<file path="src/hw/i2c_pkg.sv">
package i2c_pkg;

        // 50 MHz system clock into a 400 kHz SCL
        localparam integer c_sys_clock_hz = 50_000_000;
        localparam integer c_scl_hz       = 400_000;
        localparam integer c_quarter_max  = c_sys_clock_hz / c_scl_hz / 4 - 1; // 30
        localparam integer c_div_w        = $clog2(c_quarter_max + 1);

        localparam integer c_cmd_w  = 6;
        localparam integer c_data_w = 8;

        // bit positions in the one-hot command word
        typedef enum logic [2:0]
        {
                cmd_wr   = 3'd0,
                cmd_sta  = 3'd1,
                cmd_rd   = 3'd2,
                cmd_sto  = 3'd3,
                cmd_ack  = 3'd4,
                cmd_nack = 3'd5
        } cmd_bit_e;

        typedef enum logic [2:0]
        {
                st_idle       = 3'd0,
                st_start      = 3'd1,
                st_write      = 3'd2,
                st_read       = 3'd3,
                st_slave_ack  = 3'd4,
                st_master_ack = 3'd5,
                st_stop       = 3'd6
        } state_e;

        typedef enum logic [1:0]
        {
                ph_start   = 2'd0,
                ph_bit_out = 2'd1,
                ph_bit_in  = 2'd2,
                ph_stop    = 2'd3
        } phase_e;

endpackage

</file>
<file path="src/hw/i2c_phase_if.sv">
`timescale 1ns/1ns

interface i2c_phase_if;

        logic                   phase_go;       // one cycle while engine idle
        i2c_pkg::phase_e        phase_kind;
        logic                   phase_sda;      // level for ph_bit_out
        logic                   phase_done;
        logic                   phase_bit;      // valid with phase_done

        modport fsm
        (
                output  phase_go,
                output  phase_kind,
                output  phase_sda,
                input   phase_done,
                input   phase_bit
        );

        modport engine
        (
                input   phase_go,
                input   phase_kind,
                input   phase_sda,
                output  phase_done,
                output  phase_bit
        );

endinterface

</file>
<file path="src/hw/i2c_bit_engine.sv">
`timescale 1ns/1ns

module i2c_bit_engine
(
        input   logic                   i_sysclk,
        input   logic                   i_sysrst_n,
        i2c_phase_if.engine             phase,
        input   logic                   i_sda,
        output  logic                   o_iic_scl,
        output  logic                   o_sda_drive_low
);

        logic   [i2c_pkg::c_div_w-1:0]  div_cnt;
        logic   [1:0]                   quarter;
        logic                           busy;
        logic                           active;
        logic                           qtr_end;
        logic                           step;
        logic   [1:0]                   step_q;
        i2c_pkg::phase_e                step_kind;
        i2c_pkg::phase_e                kind_q;
        logic                           bit_q;
        logic                           scl_nxt;
        logic                           low_nxt;

        assign active  = phase.phase_go | busy;
        assign qtr_end = div_cnt == i2c_pkg::c_div_w'(i2c_pkg::c_quarter_max);

        assign phase.phase_done = busy && qtr_end && (quarter == 2'd3);
        assign phase.phase_bit  = bit_q;

        // a new quarter begins on the go cycle or a wrap inside the phase
        assign step      = phase.phase_go | (busy && qtr_end && (quarter != 2'd3));
        assign step_q    = phase.phase_go ? 2'd0 : quarter + 2'd1;
        assign step_kind = phase.phase_go ? phase.phase_kind : kind_q;

        always_ff @(posedge i_sysclk or negedge i_sysrst_n)
        begin
                if (!i_sysrst_n)
                begin
                        div_cnt <= '0;
                        quarter <= 2'd0;
                        busy    <= 1'b0;
                end
                else
                begin
                        if (active)
                                div_cnt <= qtr_end ? '0 : div_cnt + 1'b1;
                        if (active && qtr_end)
                                quarter <= quarter + 2'd1;    // wraps to 0 at phase end
                        if (phase.phase_go)
                                busy <= 1'b1;
                        else if (phase.phase_done)
                                busy <= 1'b0;
                end
        end

        always_ff @(posedge i_sysclk)
        begin
                if (phase.phase_go)
                        kind_q <= phase.phase_kind;
                if (busy && qtr_end && (quarter == 2'd2))
                        bit_q <= i_sda;         // end of scl high time
        end

        // line levels for the quarter being entered
        always_comb
        begin
                scl_nxt = o_iic_scl;
                low_nxt = o_sda_drive_low;
                case (step_kind)
                        i2c_pkg::ph_start:
                                case (step_q)
                                        2'd0:
                                        begin
                                                low_nxt = 1'b0;
                                                scl_nxt = 1'b1;
                                        end
                                        2'd1:   scl_nxt = 1'b1;
                                        2'd2:   low_nxt = 1'b1;         // sda falls while scl high
                                        default: scl_nxt = 1'b0;
                                endcase
                        i2c_pkg::ph_stop:
                                case (step_q)
                                        2'd0:
                                        begin
                                                low_nxt = 1'b1;
                                                scl_nxt = 1'b0;
                                        end
                                        2'd1:   scl_nxt = 1'b1;
                                        2'd2:   low_nxt = 1'b0;         // sda rises while scl high
                                        default: scl_nxt = 1'b1;
                                endcase
                        default:
                                case (step_q)
                                        2'd0:
                                        begin
                                                scl_nxt = 1'b0;
                                                low_nxt = (step_kind == i2c_pkg::ph_bit_out) &&
                                                          !phase.phase_sda;
                                        end
                                        2'd1,
                                        2'd2:   scl_nxt = 1'b1;
                                        default: scl_nxt = 1'b0;
                                endcase
                endcase
        end

        always_ff @(posedge i_sysclk or negedge i_sysrst_n)
        begin
                if (!i_sysrst_n)
                begin
                        o_iic_scl       <= 1'b1;
                        o_sda_drive_low <= 1'b0;
                end
                else if (step)
                begin
                        o_iic_scl       <= scl_nxt;
                        o_sda_drive_low <= low_nxt;
                end
        end

        a_go_while_busy: assert property (@(posedge i_sysclk) disable iff (!i_sysrst_n)
                phase.phase_go |-> !busy);

        a_div_bound: assert property (@(posedge i_sysclk) disable iff (!i_sysrst_n)
                div_cnt <= i2c_pkg::c_div_w'(i2c_pkg::c_quarter_max));

endmodule

</file>
<file path="src/hw/i2c_cmd_fsm.sv">
`timescale 1ns/1ns

module i2c_cmd_fsm
(
        input   logic                           i_sysclk,
        input   logic                           i_sysrst_n,
        input   logic   [i2c_pkg::c_cmd_w-1:0]  i_cmd,
        input   logic   [i2c_pkg::c_data_w-1:0] i_tx_data,
        input   logic                           i_iic_start,
        i2c_phase_if.fsm                        phase,
        output  logic                           o_ack,
        output  logic   [i2c_pkg::c_data_w-1:0] o_rx_data,
        output  logic                           o_iic_done
);

        i2c_pkg::state_e                        state;
        i2c_pkg::state_e                        nxt_state;
        logic   [2:0]                           bit_cnt;
        logic   [i2c_pkg::c_cmd_w-1:0]          cmd_q;
        logic   [i2c_pkg::c_data_w-1:0]         tx_shift;
        logic   [i2c_pkg::c_data_w-1:0]         rx_shift;
        logic                                   accept;
        logic                                   launch;
        logic                                   finish;
        logic                                   last_bit;
        logic                                   go_q;

        // start is ignored unless the command moves the bus
        assign accept = (state == i2c_pkg::st_idle) && i_iic_start &&
                        (i_cmd[i2c_pkg::cmd_sta] | i_cmd[i2c_pkg::cmd_wr] |
                         i_cmd[i2c_pkg::cmd_rd]);

        assign last_bit = bit_cnt == 3'd7;

        always_comb
        begin
                nxt_state = state;
                launch    = 1'b0;
                finish    = 1'b0;
                case (state)
                        i2c_pkg::st_idle:
                                if (accept)
                                begin
                                        launch = 1'b1;
                                        if (i_cmd[i2c_pkg::cmd_sta])
                                                nxt_state = i2c_pkg::st_start;
                                        else if (i_cmd[i2c_pkg::cmd_wr])
                                                nxt_state = i2c_pkg::st_write;
                                        else
                                                nxt_state = i2c_pkg::st_read;
                                end
                        i2c_pkg::st_start:
                                if (phase.phase_done)
                                begin
                                        launch    = 1'b1;
                                        nxt_state = cmd_q[i2c_pkg::cmd_wr] ? i2c_pkg::st_write
                                                                           : i2c_pkg::st_read;
                                end
                        i2c_pkg::st_write:
                                if (phase.phase_done)
                                begin
                                        launch    = 1'b1;
                                        nxt_state = last_bit ? i2c_pkg::st_slave_ack
                                                             : i2c_pkg::st_write;
                                end
                        i2c_pkg::st_read:
                                if (phase.phase_done)
                                begin
                                        launch    = 1'b1;
                                        nxt_state = last_bit ? i2c_pkg::st_master_ack
                                                             : i2c_pkg::st_read;
                                end
                        i2c_pkg::st_slave_ack,
                        i2c_pkg::st_master_ack:
                                if (phase.phase_done)
                                begin
                                        if (cmd_q[i2c_pkg::cmd_sto])
                                        begin
                                                launch    = 1'b1;
                                                nxt_state = i2c_pkg::st_stop;
                                        end
                                        else
                                        begin
                                                finish    = 1'b1;
                                                nxt_state = i2c_pkg::st_idle;
                                        end
                                end
                        default:        // st_stop
                                if (phase.phase_done)
                                begin
                                        finish    = 1'b1;
                                        nxt_state = i2c_pkg::st_idle;
                                end
                endcase
        end

        // kind and level follow the state and are stable on the go cycle
        always_comb
        begin
                case (state)
                        i2c_pkg::st_start:      phase.phase_kind = i2c_pkg::ph_start;
                        i2c_pkg::st_write,
                        i2c_pkg::st_master_ack: phase.phase_kind = i2c_pkg::ph_bit_out;
                        i2c_pkg::st_stop:       phase.phase_kind = i2c_pkg::ph_stop;
                        default:                phase.phase_kind = i2c_pkg::ph_bit_in;
                endcase
        end

        assign phase.phase_sda = (state == i2c_pkg::st_master_ack) ?
                                 (cmd_q[i2c_pkg::cmd_nack] | ~cmd_q[i2c_pkg::cmd_ack]) :
                                 tx_shift[i2c_pkg::c_data_w-1];       // msb first

        assign phase.phase_go = go_q;

        always_ff @(posedge i_sysclk or negedge i_sysrst_n)
        begin
                if (!i_sysrst_n)
                begin
                        state      <= i2c_pkg::st_idle;
                        go_q       <= 1'b0;
                        o_iic_done <= 1'b0;
                        bit_cnt    <= 3'd0;
                        o_ack      <= 1'b0;
                        o_rx_data  <= '0;
                end
                else
                begin
                        state      <= nxt_state;
                        go_q       <= launch;
                        o_iic_done <= finish;
                        if (phase.phase_done && ((state == i2c_pkg::st_write) ||
                                                 (state == i2c_pkg::st_read)))
                                bit_cnt <= bit_cnt + 3'd1;      // back to 0 after 8 bits
                        if (phase.phase_done && (state == i2c_pkg::st_slave_ack))
                                o_ack <= phase.phase_bit;       // high means nack
                        if (phase.phase_done && (state == i2c_pkg::st_read) && last_bit)
                                o_rx_data <= {rx_shift[i2c_pkg::c_data_w-2:0], phase.phase_bit};
                end
        end

        always_ff @(posedge i_sysclk)
        begin
                if (accept)
                begin
                        cmd_q    <= i_cmd;
                        tx_shift <= i_tx_data;
                end
                else if (phase.phase_done && (state == i2c_pkg::st_write))
                        tx_shift <= {tx_shift[i2c_pkg::c_data_w-2:0], 1'b0};
                if (phase.phase_done && (state == i2c_pkg::st_read))
                        rx_shift <= {rx_shift[i2c_pkg::c_data_w-2:0], phase.phase_bit};
        end

        a_done_pulse: assert property (@(posedge i_sysclk) disable iff (!i_sysrst_n)
                o_iic_done |=> !o_iic_done);

        a_state_legal: assert property (@(posedge i_sysclk) disable iff (!i_sysrst_n)
                state inside {i2c_pkg::st_idle, i2c_pkg::st_start, i2c_pkg::st_write,
                              i2c_pkg::st_read, i2c_pkg::st_slave_ack,
                              i2c_pkg::st_master_ack, i2c_pkg::st_stop});

endmodule

</file>
<file path="src/hw/i2c_word_master.sv">
`timescale 1ns/1ns

module i2c_word_master
(
        input   logic                           i_sysclk,
        input   logic                           i_sysrst_n,
        input   logic   [i2c_pkg::c_cmd_w-1:0]  i_cmd,
        input   logic   [i2c_pkg::c_data_w-1:0] i_tx_data,
        input   logic                           i_iic_start,
        input   logic                           i_sda,          // sampled bus level
        output  logic                           o_iic_scl,
        output  logic                           o_sda_drive_low,
        output  logic                           o_ack,
        output  logic   [i2c_pkg::c_data_w-1:0] o_rx_data,
        output  logic                           o_iic_done
);

        // one phase request and its result
        i2c_phase_if phase_bus ();

        i2c_cmd_fsm u_cmd_fsm
        (
                .i_sysclk       (i_sysclk),
                .i_sysrst_n     (i_sysrst_n),
                .i_cmd          (i_cmd),
                .i_tx_data      (i_tx_data),
                .i_iic_start    (i_iic_start),
                .phase          (phase_bus.fsm),
                .o_ack          (o_ack),
                .o_rx_data      (o_rx_data),
                .o_iic_done     (o_iic_done)
        );

        i2c_bit_engine u_bit_engine
        (
                .i_sysclk               (i_sysclk),
                .i_sysrst_n             (i_sysrst_n),
                .phase                  (phase_bus.engine),
                .i_sda                  (i_sda),
                .o_iic_scl              (o_iic_scl),
                .o_sda_drive_low        (o_sda_drive_low)
        );

endmodule

</file>
<file path="config.mk">
export PLATFORM = sky130hd
export DESIGN_NAME = i2c_word_master
export DESIGN_NICKNAME = d
export VERILOG_FILES = /design/src/hw/i2c_pkg.sv /design/src/hw/i2c_phase_if.sv /design/src/hw/i2c_bit_engine.sv /design/src/hw/i2c_cmd_fsm.sv /design/src/hw/i2c_word_master.sv
export SDC_FILE = /design/constraint.sdc
export NUM_CORES = 1
export LEC_CHECK = 0
export BUFFER_PORTS_ARGS = -buffer_cell sky130_fd_sc_hd__buf_4
export CAP_MARGIN = 10
export CORE_MARGIN = 3
export CORE_UTILIZATION = 34
export DETAILED_ROUTE_END_ITERATION = 6
export PLACE_DENSITY = 0.62
export SKIP_CTS_REPAIR_TIMING = 1
export SYNTH_ARGS = -nofsm -noshare
export SYNTH_HDL_FRONTEND = slang
export SYNTH_SLANG_ARGS = --single-unit
</file>
<file path="constraint.sdc">
create_clock -name i_sysclk -period 2.9 [get_ports i_sysclk]
set_clock_uncertainty 0.05 [all_clocks]
set_input_delay 0.29 -clock i_sysclk [delete_from_list [all_inputs] [get_ports i_sysclk]]
set_output_delay 0.29 -clock i_sysclk [all_outputs]
set_load 0.01 [all_outputs]
</file>
==> results of run 1 <==
-- cell usage in the layout, fill, tap and decap left out, drive strengths merged --
cell and instances:
a21o 3, a21oi 4, a221oi 1, a22o 1
a22oi 1, a31oi 2, and3 1, and3b 1
and4 1, buf 31, bufinv 1, clkbuf 6
clkinv 1, dfrtp 26, dfstp 1, dfxtp 2
dlygate4sd3 1, edfxtp 20, ha 12, inv 11
mux2 19, mux2i 3, nand2 12, nand2b 4
nand3 6, nand4 1, nor2 14, nor3 5
o21a 2, o21ai 14, o22ai 1, o311ai 1
o31a 1, o31ai 5, or2 2, xnor2 1
xor2 1
-- critical path, delay by kind of cell (launching register included) --
kind                       cells  cell delay [ps]
and+or+nand+nor                2              300
buffers and inverters          1               70
AOI/OAI and AO/OA              4              610
adders and majority gates      1              230
DFF                            1              580
muxes                          1              140
-- layout make-up --
type                       count  area (um^2)  area share
multi-input combinational    119          911       0.335
clock inverter                 2         35.0      0.0129
sequential                    49         1320       0.485
inverter                      11         41.3      0.0152
clock buffer                   6         72.6      0.0267
timing repair buffer          32          243      0.0894
tap                           77         96.3      0.0355
-- metal layers --
| metal | global-route usage | vias to the layer above |
|---|---|---|
| li1 | - | 729 |
| met1 | 0.146 | 695 |
| met2 | 0.164 | 28 |
| met3 | 0.0428 | 4 |
| met4 | 0.0371 | 0 |
| met5 | 0 | - |
-- kinds of logic (layout without fill, tap and decap cells) --
| group | Yosys count | in the layout | share of synthesized area |
|---|---|---|---|
| adders and majority gates | 12 | 12 | 0.0652 |
| DFF | 49 | 49 | 0.572 |
| xor gates and xnor gates | 2 | 2 | 0.00761 |
| AOI/OAI and AO/OA | 36 | 36 | 0.0984 |
| buffers and inverters | 18 | 51 | 0.0321 |
| muxes | 22 | 22 | 0.106 |
| and+or+nand+nor | 47 | 47 | 0.118 |
-- report_power, final --
| part | switching (W) | internal, W | leakage (nW) |
|---|---|---|---|
| combinational | 0.0000261 | 0.0000291 | 0.580 |
| sequential | 0.00000222 | 0.000724 | 0.518 |
| clock | 0.000224 | 0.000256 | 0.0552 |
| total | 0.000253 | 0.00101 | 1.15 |
-- per-stage QoR --
| stage | utilization | power, W |
|---|---|---|
| 4_1_cts | 0.419 | 0.00128 |
| 3_3_place_gp | 0.402 | 0.000795 |
| 6_report | 0.421 | 0.00126 |
| 2_1_floorplan | - | 0.000761 |
| 5_1_grt | 0.421 | 0.00132 |
| 3_5_place_dp | 0.402 | 0.000796 |
-- Yosys cell counts, types with 3 or more instances --
cell and n:
mux2_2 19, nand2_1 12, ha_1 12, nor2_1 14
nand2b_1 3, a21o_1 3, dfrtp_1 26, o21ai_0 14
edfxtp_1 20, buf_2 5, o31ai_1 5, mux2i_1 3
a21oi_1 4, nor3_1 4, nand3_1 4, inv_1 11
-- flip-flops by register name, indices dropped and copies added (netlist names) --
name and count:
u_bit_engine.phase.phase_bit 1, u_cmd_fsm.cmd_q 4, u_cmd_fsm.o_ack 1, u_cmd_fsm.bit_cnt 3, u_cmd_fsm.state 3, u_cmd_fsm.o_iic_done 1, u_cmd_fsm.tx_shift 8, u_bit_engine.o_iic_scl 1
u_cmd_fsm.phase.phase_go 1, u_bit_engine.o_sda_drive_low 1, u_cmd_fsm.o_rx_data 8, u_bit_engine.kind_q 2, u_bit_engine.busy 1, u_cmd_fsm.rx_shift 7, u_bit_engine.quarter 2, u_bit_engine.div_cnt 5
-- worst max path at each step --
stage,from,endpoint,slack [ps],cells after the start
CTS,u_cmd_fsm.state[1],u_bit_engine.o_sda_drive_low,810,9
floorplan,u_bit_engine.div_cnt[0],u_cmd_fsm.tx_shift[0],620,6
detailed placement,u_cmd_fsm.state[1],u_bit_engine.o_sda_drive_low,840,9
finish,u_cmd_fsm.state[1],u_bit_engine.o_sda_drive_low,790,9
global route,u_cmd_fsm.state[1],u_bit_engine.o_sda_drive_low,590,9
global placement,u_cmd_fsm.state[1],u_bit_engine.o_sda_drive_low,860,9
==> qor.txt, run 1 <==
Cells after Synth -> 186
Layout Nets -> 248
Via Count -> 1,456
GRT Residual Overflow -> 0
Ports -> 30
Synth warn -> 0
Vias in the first global route -> 1,418
Clk sinks -> 49
Diode count -> 0
Synthesis-stage register bit count -> 49
Final wirelength -> 3880 um
Slew margin rel. -> 0.504
CTS root buf -> clkbuf_8
Dpl cells -> 287
Share of the synthesized area in the top cell type -> 0.283
Initial antenna violation count -> 0
Req. time, crit path -> 3030 ps
CTS tree -> built
LEAKAGE -> 1.15 nW
Post-synth top area cell -> dfrtp_1
Final Hold Vio Count -> 0
Die area -> 7790 um^2
Area contributors post-synth -> dfrtp_1 (28%), edfxtp_1 (26%), mux2_2 (9.3%)
Max-slew violation count -> 0
Cells on worst reg2reg path -> 9
IO Port Bufs -> 29
CP endpoint kind -> register
Fin worst setup slack -> 790 ps
Async set-reset flop share out of synthesis -> 0.551
Worst reg2reg endpoint -> u_bit_engine.o_sda_drive_low
Skew-Pair Late Insertion Delay -> 300 ps
Power per cell area -> 464 nW/um^2
Hold EP -> u_cmd_fsm.cmd_q[4]
Critical Path Start Type -> register
Share of cells above drive strength 1 -> 0.297
Outcome -> complete, no violations
Netlist cell types -> 39
Fin cells -> 296
First-iteration detailed-routing DRC count -> 64
Worst R2R Setup Slack -> 790 ps
First-pass GRT wire length -> 6580 um
H-tree depth -> 2
Met3 wire length -> 209 um
Slowest CP cell -> dfrtp_1
Hold path startpoint -> i_cmd[4]
DRT Pass-1 Iters -> 4
Area grow syn2layout -> 18.0%
Worst setup path category -> register to register
Vias per inst -> 4.92
Top Metal Used -> met4
R2R Path Start -> u_cmd_fsm.state[1]
Fmax -> 474 MHz
Min cycle time layout -> 2110 ps
Clock transition at path regs -> 90 ps
FILL cells -> 630
CP Max Fanout -> 12
Register area share after synthesis -> 0.572
Post-synth EDFFs -> 20
Final instance area -> 2720 um^2
Total CTS buffers -> 5
Largest net degree at the start of global routing -> 28
Die Height -> 88.3 um
# setup viols final -> 0
Wire per inst -> 13.1 um
Area after DPL -> 2600 um^2
Overall routing resource usage -> 0.110
Post-DP HPWL -> 2810 um
Crit path DAT -> 2240 ps
Max VDD drop -> 0.244 mV
Starting Density -> 0.356
Syn_nets -> 216
Least-Margin Pin Slew -> 742 ps
Die width -> 88.3 um
Num rows -> 29
CP max stage delay -> 580 ps
RSZ-0062 raised after global routing -> false
Syn Std Cell Area -> 2300 um^2
Post-route DRC -> 0
Worst hold margin -> 107 ps
Routed wl met2 -> 1770 um
Hold Crit Depth -> 1
Met1 wire length -> 1850 um
Placer Congestion -> 0.747
HP Class -> input pin to register
Placement Setup Slack -> 840 ps
Max-Cap Viols -> 0
Synthesized area per cell -> 12.4 um^2
Setup tns final -> 0 ps
Antenna Nets Post-Route -> 0
Cells along the critical path -> and3b_1, a21oi_1, a21o_1, inv_1, ha_1, mux2i_1, nor2_1, a31oi_1, o31ai_1
Crit share post-route -> 0.727
Prevailing post-synth register cell -> dfrtp_1
CTS max path bufs -> 2
Total core area -> 6460 um^2
No activity file was read; power rests on OpenSTA's default activity.
==> run 2: changes to the inputs <==
PLACE_DENSITY = 0.64   (was 0.62)
clock period = 1.92 ns   (was 2.9 ns; I/O delays follow)
==> run 2 against run 1 <==
Against the previous run:
- register-to-register slack worse by 710 ps
- fmax rose by 14%
- cell area is 8.1% higher
- worst hold slack worse by 88 ps
- largest power group unchanged
- via count increased by 5.0%
- clock power up 62%
==> qor.txt, run 2 (synthesis results as in run 1) <==
Outcome -> complete, no violations
Min cycle time layout -> 1840 ps (-266 ps)
Least-Margin Pin Slew -> 500 ps (-242 ps)
Max VDD drop -> 0.388 mV (+59%)
Area after DPL -> 2720 um^2 (+4.7%)
Hold EP -> u_bit_engine.phase.phase_bit
CP max stage delay -> 410 ps (-170 ps)
Total core area -> 6460 um^2 (unchanged)
Setup tns final -> 0 ps (unchanged)
Starting Density -> 0.356 (unchanged)
Largest net degree at the start of global routing -> 28 (unchanged)
CTS max path bufs -> 2 (unchanged)
Cells along the critical path -> inv_2, ha_4, or2_4, inv_1, ha_2, mux2i_1, nor2_1, a31oi_1, o31ai_1
Clock transition at path regs -> 90 ps (about the same)
Antenna Nets Post-Route -> 0 (unchanged)
GRT Residual Overflow -> 0 (unchanged)
CP delay by family, top -> flip-flops
CP Max Fanout -> 3 (-9)
CTS root buf -> clkbuf_8
Critical Path Start Type -> register
LEAKAGE -> 1.24 nW (+7.6%)
Total CTS buffers -> 5 (unchanged)
Post-DP HPWL -> 2850 um (+1.4%)
# setup viols final -> 0 (unchanged)
Hold Crit Depth -> 1 (unchanged)
Worst setup path category -> register to register
Hold path startpoint -> i_sda
Dpl cells -> 299 (+4.2%)
Via Count -> 1,529 (+5.0%)
First-pass GRT wire length -> 6810 um (+3.6%)
CP endpoint kind -> register
First-iteration detailed-routing DRC count -> 84 (+31%)
Vias per inst -> 4.87 (-1.0%)
Final wirelength -> 4090 um (+5.5%)
Max-slew violation count -> 0 (unchanged)
Skew-Pair Late Insertion Delay -> 310 ps (about the same)
Area grow syn2layout -> 27.6%
Fin cells -> 314 (+6.1%)
Vias in the first global route -> 1,438 (+1.4%)
Ports -> 30 (unchanged)
Die area -> 7790 um^2 (unchanged)
R2R Path Start -> u_bit_engine.quarter[0]
Diode count -> 0 (unchanged)
Crit share post-route -> 0.960 (+0.233)
Post-route DRC -> 0 (unchanged)
Overall routing resource usage -> 0.114 (+0.00404)
Power per cell area -> 670 nW/um^2 (+44%)
Final core utilization -> 0.455 (+0.0341)
Initial antenna violation count -> 0 (unchanged)
Slew margin rel. -> 0.667 (+0.163)
Most frequent cells in the layout -> buf_4 (45), dfrtp_1 (24), edfxtp_1 (20)
Clk sinks -> 49 (unchanged)
Req. time, crit path -> 2060 ps (-970 ps)
Cells on worst reg2reg path -> 9 (unchanged)
CTS tree -> built
Layout Nets -> 266 (+7.3%)
Commonest non-fill, non-tap cell in the layout -> buf_4
Share of cells above drive strength 1 -> 0.397 (+0.0998)
Wire per inst -> 13.0 um (-0.58%)
Slowest CP cell -> dfrtp_1
DRT Pass-1 Iters -> 4 (unchanged)
Worst R2R Setup Slack -> 80 ps (-710 ps)
Max-Cap Viols -> 0 (unchanged)
Die width -> 88.3 um (unchanged)
Crit path DAT -> 1980 ps (-260 ps)
IO Port Bufs -> 29 (unchanged)
WP buf/inv -> 2 (+1)
Final instance area -> 2940 um^2 (+8.1%)
Worst reg2reg endpoint -> u_bit_engine.o_sda_drive_low
Regs by FF count -> u_cmd_fsm.o_rx_data x8, u_cmd_fsm.tx_shift x8, u_cmd_fsm.rx_shift x7
Final Hold Vio Count -> 0 (unchanged)
Die Height -> 88.3 um (unchanged)
HP Class -> input pin to register
Fmax -> 543 MHz (+14%)
Num rows -> 29 (unchanged)
Placer Congestion -> 0.792 (+6.1%)
H-tree depth -> 2 (unchanged)
[run 2: cell count changes in the layout (fill, tap and decap cells not counted), sizes merged]
cell	change
buf	+15
clkinv	-1
clkinvlp	+1
dlygate4sd3	+3
[run 2: report_power, final]
| part | switching [W] | leakage, nW | internal, W |
|---|---|---|---|
| registers | 0.00000344 | 0.516 | 0.00109 |
| logic | 0.0000413 | 0.667 | 0.0000492 |
| clock network | 0.000357 | 0.0574 | 0.000424 |
| total | 0.000402 | 1.24 | 0.00157 |
[run 2: metal layers]
layer,up-vias,routed length [um],GRT usage
met2,24,1950,0.169
met3,7,148,0.0326
met4,0,78,0.0495
li1,762,-,-
met5,-,0,0
met1,736,1910,0.154
[run 2: worst max-delay path by stage]
stage / start / endpoint / slack [ps] / cells after the start
after global placement: u_bit_engine.quarter[0] / u_bit_engine.o_sda_drive_low / 50 / 9
after detailed placement: u_bit_engine.quarter[0] / u_bit_engine.o_sda_drive_low / -50 / 9
after global routing: u_cmd_fsm.state[0] / u_bit_engine.o_sda_drive_low / -50 / 9
after CTS: u_bit_engine.quarter[0] / u_bit_engine.o_sda_drive_low / -50 / 9
final: u_bit_engine.quarter[0] / u_bit_engine.o_sda_drive_low / 80 / 9
after floorplan: u_bit_engine.div_cnt[0] / u_cmd_fsm.rx_shift[0] / 4 / 6
[run 2: metrics by stage]
stage	setup WS [ps]	hold slack [ps]	total power, W
global route	-46.2	3.13	0.00205
detailed placement	-49.5	80.7	0.00120
finish	76.7	19.5	0.00197
global placement	47.6	80.3	0.00120
CTS	-54.9	-256	0.00199
floorplan	3.83	-154	0.00115
[run 2: layout make-up]
class	count	area (um^2)
multi-input combinational	119	961
fill	593	3520
sequential	49	1320
clock buffer	6	82.6
tap	77	96.3
inverter	11	41.3
timing repair buffer	50	398
clock inverter	2	37.5
